[config.mk]
export PLATFORM = sky130hd
export DESIGN_NAME = frame_buffer_flat
export DESIGN_NICKNAME = d
export VERILOG_FILES = /design/src/hdl/sample_stream_if.sv /design/src/hdl/frame_buffer.sv /design/src/flat_wrapper.sv
export VERILOG_INCLUDE_DIRS = /design/src /design/src/hdl
export SDC_FILE = /design/constraint.sdc
export NUM_CORES = 1
export LEC_CHECK = 0
export BUFFER_PORTS_ARGS = -buffer_cell sky130_fd_sc_hd__buf_2
export CORE_AREA = 2 2 39 41
export CTS_BUF_LIST = sky130_fd_sc_hd__clkbuf_8
export DETAILED_ROUTE_END_ITERATION = 12
export DIE_AREA = 0 0 41 43
export PLACE_DENSITY = 0.68
export RECOVER_POWER = 100
export SETUP_SLACK_MARGIN = 0.02
export SLEW_MARGIN = 20
export SYNTH_ARGS = -nofsm -noshare
export SYNTH_HDL_FRONTEND = slang
export SYNTH_SLANG_ARGS = --single-unit
[constraint.sdc]
create_clock -name clk -period 2.4 [get_ports clk]
set_clock_uncertainty 0.1 [all_clocks]
set_input_delay 0.48 -clock clk [delete_from_list [all_inputs] [get_ports clk]]
set_output_delay 0.48 -clock clk [all_outputs]
set_load 0.02 [all_outputs]
[src/hdl/stage_defines.svh]
// Stage sizing; widths feed stage_pkg, and the bias sits at index STAGE_TAPS so IDX_W must cover it
`ifndef STAGE_DEFINES_SVH
`define STAGE_DEFINES_SVH

// Taps per stage, also the number of samples in one frame
`define STAGE_TAPS      4

// Index over taps 0..3 plus the bias at 4
`define STAGE_IDX_W     3

// LMS step size as an arithmetic right shift
`define STAGE_MU_SHIFT  8

// Datapath widths
`define STAGE_SAMPLE_W  16
`define STAGE_ERR_W     24
`define STAGE_ACC_W     32

`endif

[src/hdl/sample_stream_if.sv]
// Valid/ready stream with a frame-start marker; a beat moves only when vld and rdy are both high
`timescale 1ns/1ps

interface sample_stream_if #(
  parameter type T = logic
);

  T     data;
  logic fst;
  logic vld;
  logic rdy;

  // Producer side
  modport source (output data, output fst, output vld, input rdy);

  // Consumer side, owns rdy
  modport sink (input data, input fst, input vld, output rdy);

endinterface

[src/hdl/frame_buffer.sv]
// One frame of DEPTH beats is held until release_frame; rd_idx bits above the array index are ignored
`timescale 1ns/1ps
`include "stage_defines.svh"

module frame_buffer #(
  parameter type T     = logic,
  parameter int  DEPTH = 4
) (
  input  logic                    clk,
  input  logic                    rst_n,
  sample_stream_if.sink           in,
  input  logic [`STAGE_IDX_W-1:0] rd_idx,
  output T                        rd_data,
  output logic                    full,
  output logic                    filled,
  input  logic                    release_frame
);

  // Array index width, at least one bit for a single-entry buffer
  localparam int AW = (DEPTH > 1) ? $clog2(DEPTH) : 1;

  localparam logic [`STAGE_IDX_W-1:0] LAST_SLOT = `STAGE_IDX_W'(DEPTH - 1);

  T                        mem [DEPTH];
  logic [`STAGE_IDX_W-1:0] wr_idx;
  logic [`STAGE_IDX_W-1:0] slot;
  logic                    beat;

  //////////////////////////////////////////////////////////////////////
  // Capture
  //////////////////////////////////////////////////////////////////////

  // No space once a frame is complete
  assign in.rdy = ~full;
  assign beat   = in.vld & in.rdy;

  // A first marker restarts the frame at slot 0
  assign slot = in.fst ? '0 : wr_idx;

  always_ff @(posedge clk) begin
    if (beat) begin
      mem[slot[AW-1:0]] <= in.data;
    end
  end

  always_ff @(posedge clk or negedge rst_n) begin
    if (!rst_n) begin
      wr_idx <= '0;
      full   <= 1'b0;
      filled <= 1'b0;
    end else begin
      filled <= 1'b0;
      if (release_frame) begin
        full <= 1'b0;
      end
      if (beat) begin
        if (slot == LAST_SLOT) begin
          wr_idx <= '0;
          full   <= 1'b1;
          filled <= 1'b1;
        end else begin
          wr_idx <= slot + 1'b1;
        end
      end
    end
  end

  //////////////////////////////////////////////////////////////////////
  // Read
  //////////////////////////////////////////////////////////////////////

  // Valid only while full
  assign rd_data = mem[rd_idx[AW-1:0]];

endmodule

[src/flat_wrapper.sv]
// flat-port wrapper written by rule: the top's interface ports become plain ports
module frame_buffer_flat 
#(
  parameter type T     = logic,
  parameter int  DEPTH = 4
)
  (clk, rst_n, rd_idx, rd_data, full, filled, release_frame, in_data, in_fst, in_vld, in_rdy);
  sample_stream_if #(.T(T)) in_i ();
  input  logic clk;
  input  logic rst_n;
  input  logic [`STAGE_IDX_W-1:0] rd_idx;
  output T rd_data;
  output logic full;
  output logic filled;
  input  logic release_frame;
  input wire logic [$bits(in_i.data)-1:0] in_data;
  input wire logic [$bits(in_i.fst)-1:0] in_fst;
  input wire logic [$bits(in_i.vld)-1:0] in_vld;
  output wire logic [$bits(in_i.rdy)-1:0] in_rdy;
  assign in_i.data = in_data;
  assign in_i.fst = in_fst;
  assign in_i.vld = in_vld;
  assign in_rdy = in_i.rdy;
  frame_buffer #(.T(T), .DEPTH(DEPTH)) u_core (.clk(clk), .rst_n(rst_n), .in(in_i), .rd_idx(rd_idx), .rd_data(rd_data), .full(full), .filled(filled), .release_frame(release_frame));
endmodule
# Word-level counts from Yosys, hierarchy flattened
# Memories as Yosys holds them, arrays and structs flattened.
# Cells that the tools add are included.
# totals
reg_bits	5
ram_bits	4
input_bits	9
n_memories	1
out_inout_bits	4
word_cells	17
# mem_list
name	depth	width	rd	rd_clocked_by_memory_dff	write_ports	line_no	rtl
u_core.mem	4	1	1	0	1	frame_buffer.sv:24	T mem [DEPTH];
# op_classes
add_sub_neg	1
n_mux	9
eq_ne	1
bitwise	2
# ops
operator	count
1-bit two-way mux	7
3-bit two-way mux	2
3-bit by 1-bit adder with 3-bit output (second input constant)	1
3-bit by 2-bit equality test with 1-bit output (second input constant)	1
1-bit bitwise AND	1
1-bit inverter	1

# Logic depth before layout (Yosys ltp)
# depth
depth_word	4
depth_mapped	5
mapped_depth_nobuf	5

# Worst setup path before layout
# OpenSTA, ideal clock, no wires.
# synth_path
kind	input -> output
start	input rd_idx[0]
end	output rd_data
required_time_ns	1.820
path_slack_ns	0.794
t_arrival_ns	1.026
path_buffers	0
path_stages	1
cell_sequence	mux4_2
# synth_via
elab_chain_len	1
# synth_rtl
element	line_no	rtl
from (decl)	flat_wrapper.sv:11	input logic [`STAGE_IDX_W-1:0] rd_idx;
memory read 4 x 1 bit	n/a	
to (decl)	flat_wrapper.sv:12	output T rd_data;
# Every way passes these cells.

# Final worst setup path
# Same ends and word-level chain as after synthesis.

==> results_dict.tcl <==
set metrics [dict create \
    status "complete, no violations" \
    p_comb_frac 0.188 \
    slew_headroom 0.633 \
    drtPass1Iterations 1 \
    fill_cells 139 \
    arrival_ps 1220 \
    p_switching_mw 0.111 \
    cts_max_level 1 \
    end_kind "output port" \
    grt_pass1_vias 284 \
    io_pins 13 \
    setup_violations 0 \
    cp.required_ps 1820 \
    overflow 0 \
    clock_path_buffers 2 \
    antenna_found_initial 0 \
    die_y_um 43 \
    fin_crit_sh 0.750 \
    synthCells 34 \
    reg2reg_to "u_core.wr_idx[2]$_DFFE_PN0P_" \
    p_leak_nw 0.258 \
    routed_via_density 4.09 \
    holdPathEnd "u_core.wr_idx[0]$_DFFE_PN0P_" \
    yosysTopAreaCell "dfrtp_1" \
    synth_nets 47 \
    grt_pass1_wl_um 1100 \
    slew_viol_final 0 \
    area_growth_pct 23.5 \
    cts_hold_buf 1 \
    cts.sinks 9 \
    cts_buffers 3 \
    hold_viol 0 \
    hold_depth 1 \
    cp-start-kind "input pin" \
    ir_drop_uv 448 \
    worstMarginPinSlew_ps 549 \
    netlist_area_um2 453 \
    synth.area.top_cells "dfrtp_1, edfxtp_1, ha_1" \
    period_minus_slack_ps 1800 \
    swShare 0.252 \
    crit-reg2reg-launch "u_core.wr_idx[1]$_DFFE_PN0P_" \
    drive_gt1_frac 0.184 \
    hold_ws_ps 389 \
    port_buffers 11 \
    reg2regPathDepth 5 \
    num_vias 266 \
    r2r_slack_ps 940 \
    synth.distinct_cells 15 \
    ys_warn_count 0 \
    clk_latency_ps 230 \
    yosysSeqAreaShare 0.541 \
    clk_pin_slew_ps 40 \
    netlist.area_leader.share 0.276 \
    syn_avg_cell_area_um2 13.3 \
    gp_congestion 0.716 \
    path_max_fanout 1 \
    wl_um 672 \
    die_w_um 41 \
    cts_setup_buffers 0 \
    crit_type "input pin to output port" \
    core_region_area_um2 1380 \
    rsz0062_at_grt "no" \
    post-dp-hpwl_um 524 \
    start_util 0.327 \
    fin_nets 63 \
    hp-class "register to register" \
    cts_root_buf "clkbuf_8" \
    synth_seq_cells 9 \
    synth_edf_count 4 \
    ys.flop_type "dfrtp_1" \
    clkPwrFrac 0.375 \
    seq_power_share 0.437 \
    fmax_mhz 555 \
    num_antenna_cells 0 \
    grt_usage 0.0997 \
    cts_tree "built" \
    grt_max_degree 10 \
    routedWlPerCell_um 10.3 \
    synth-async-reset-ratio 0.556 \
    setup_tns_ps 0 \
    drc_errors 0 \
    drt-initial-drc-count 0 \
    core.rowCount 14 \
    cts_resized 0 \
    p_per_area_nw_per_um2 789 \
    internal-power_mw 0.330 \
    min_from "u_core.wr_idx[0]$_DFFE_PN0P_" \
    ant_nets 0 \
    dieArea_um2 1760 \
    max_cap_viol_count 0 \
    synth_commonest_cells "dfrtp_1, inv_1, and2_1, edfxtp_1, ha_1" \
]
[state kept, by name, indices dropped and copies added (netlist names)]
register / count
u_core.filled: 1
u_core.mem: 4
u_core.wr_idx: 3
u_core.full: 1
[placed cells by master (no fill, tap or decap), drive strengths merged]
cell type    Yosys  routed
clkbuf           0      10
inv              5       6
dfrtp            5       5
and2             4       4
ha               4       4
buf              1       4
edfxtp           4       4
nand2b           3       3
nor2b            1       1
mux4             1       1
and3             1       1
a32o             1       1
mux2i            1       1
mux2             1       1
or2              1       1
a21boi           1       1
dlygate4sd3      0       1
[power groups by stage]
stage | clock network (mW) | logic [mW] | registers [mW]
2_1_floorplan | 0 | 0.0639 | 0.199
3_3_place_gp | 0 | 0.0872 | 0.195
3_5_place_dp | 0 | 0.0899 | 0.196
4_1_cts | 0.172 | 0.0934 | 0.194
5_1_grt | 0.181 | 0.0960 | 0.196
6_report | 0.166 | 0.0828 | 0.193
[cells by family after synthesis]
kind of cell,share of synthesized area
AOI/OAI and AO/OA,0.0387
adders and majority gates,0.111
buffers and inverters,0.0663
DFF,0.541
muxes,0.105
and+or+nand+nor,0.138
[worst max-delay path: stages]
cell      delay (ps)
buf_2             90
mux4_2           470
clkbuf_1         180
[routing by layer]
metal / up-vias / global-route usage / part of all wire
met2: 7 / 0.144 / 0.48
met5: - / 0 / 0
met3: 0 / 0.0471 / 0.060
met1: 118 / 0.104 / 0.46
li1: 141 / - / -
met4: 0 / 0.0800 / 0
[worst max path at each step]
stage / from / end / cells past startpoint
after floorplan: rd_idx[0] / rd_data / 1
after global placement: rd_idx[0] / rd_data / 3
after detailed placement: rd_idx[0] / rd_data / 3
after CTS: u_core.mem[2]$_DFFE_PP_ / rd_data / 2
after global routing: u_core.mem[3]$_DFFE_PP_ / rd_data / 2
final: rd_idx[0] / rd_data / 3
[layout make-up]
class | instances | area (um2) | share of cell area
Timing Repair Buffer | 12 | 56.3 | 0.101
Inverter | 5 | 18.8 | 0.0336
Sequential cell | 9 | 245 | 0.438
Multi-Input combinational cell | 19 | 174 | 0.311
Clock inverter | 1 | 3.75 | 0.00671
Clock buffer | 3 | 41.3 | 0.0738
Tap cell | 16 | 20.0 | 0.0358
[stage by stage]
step | util | instances | setup WS [ps] | area [um2] | power [mW]
after floorplan | - | 34 | 794 | 453 | 0.263
after global placement | 0.373 | 60 | 608 | 517 | 0.283
after detailed placement | 0.373 | 60 | 609 | 517 | 0.286
after CTS | 0.413 | 65 | 601 | 572 | 0.459
after global routing | 0.404 | 65 | 543 | 559 | 0.473
final | 0.404 | 65 | 599 | 559 | 0.442
(Power assumes the default switching activity.)
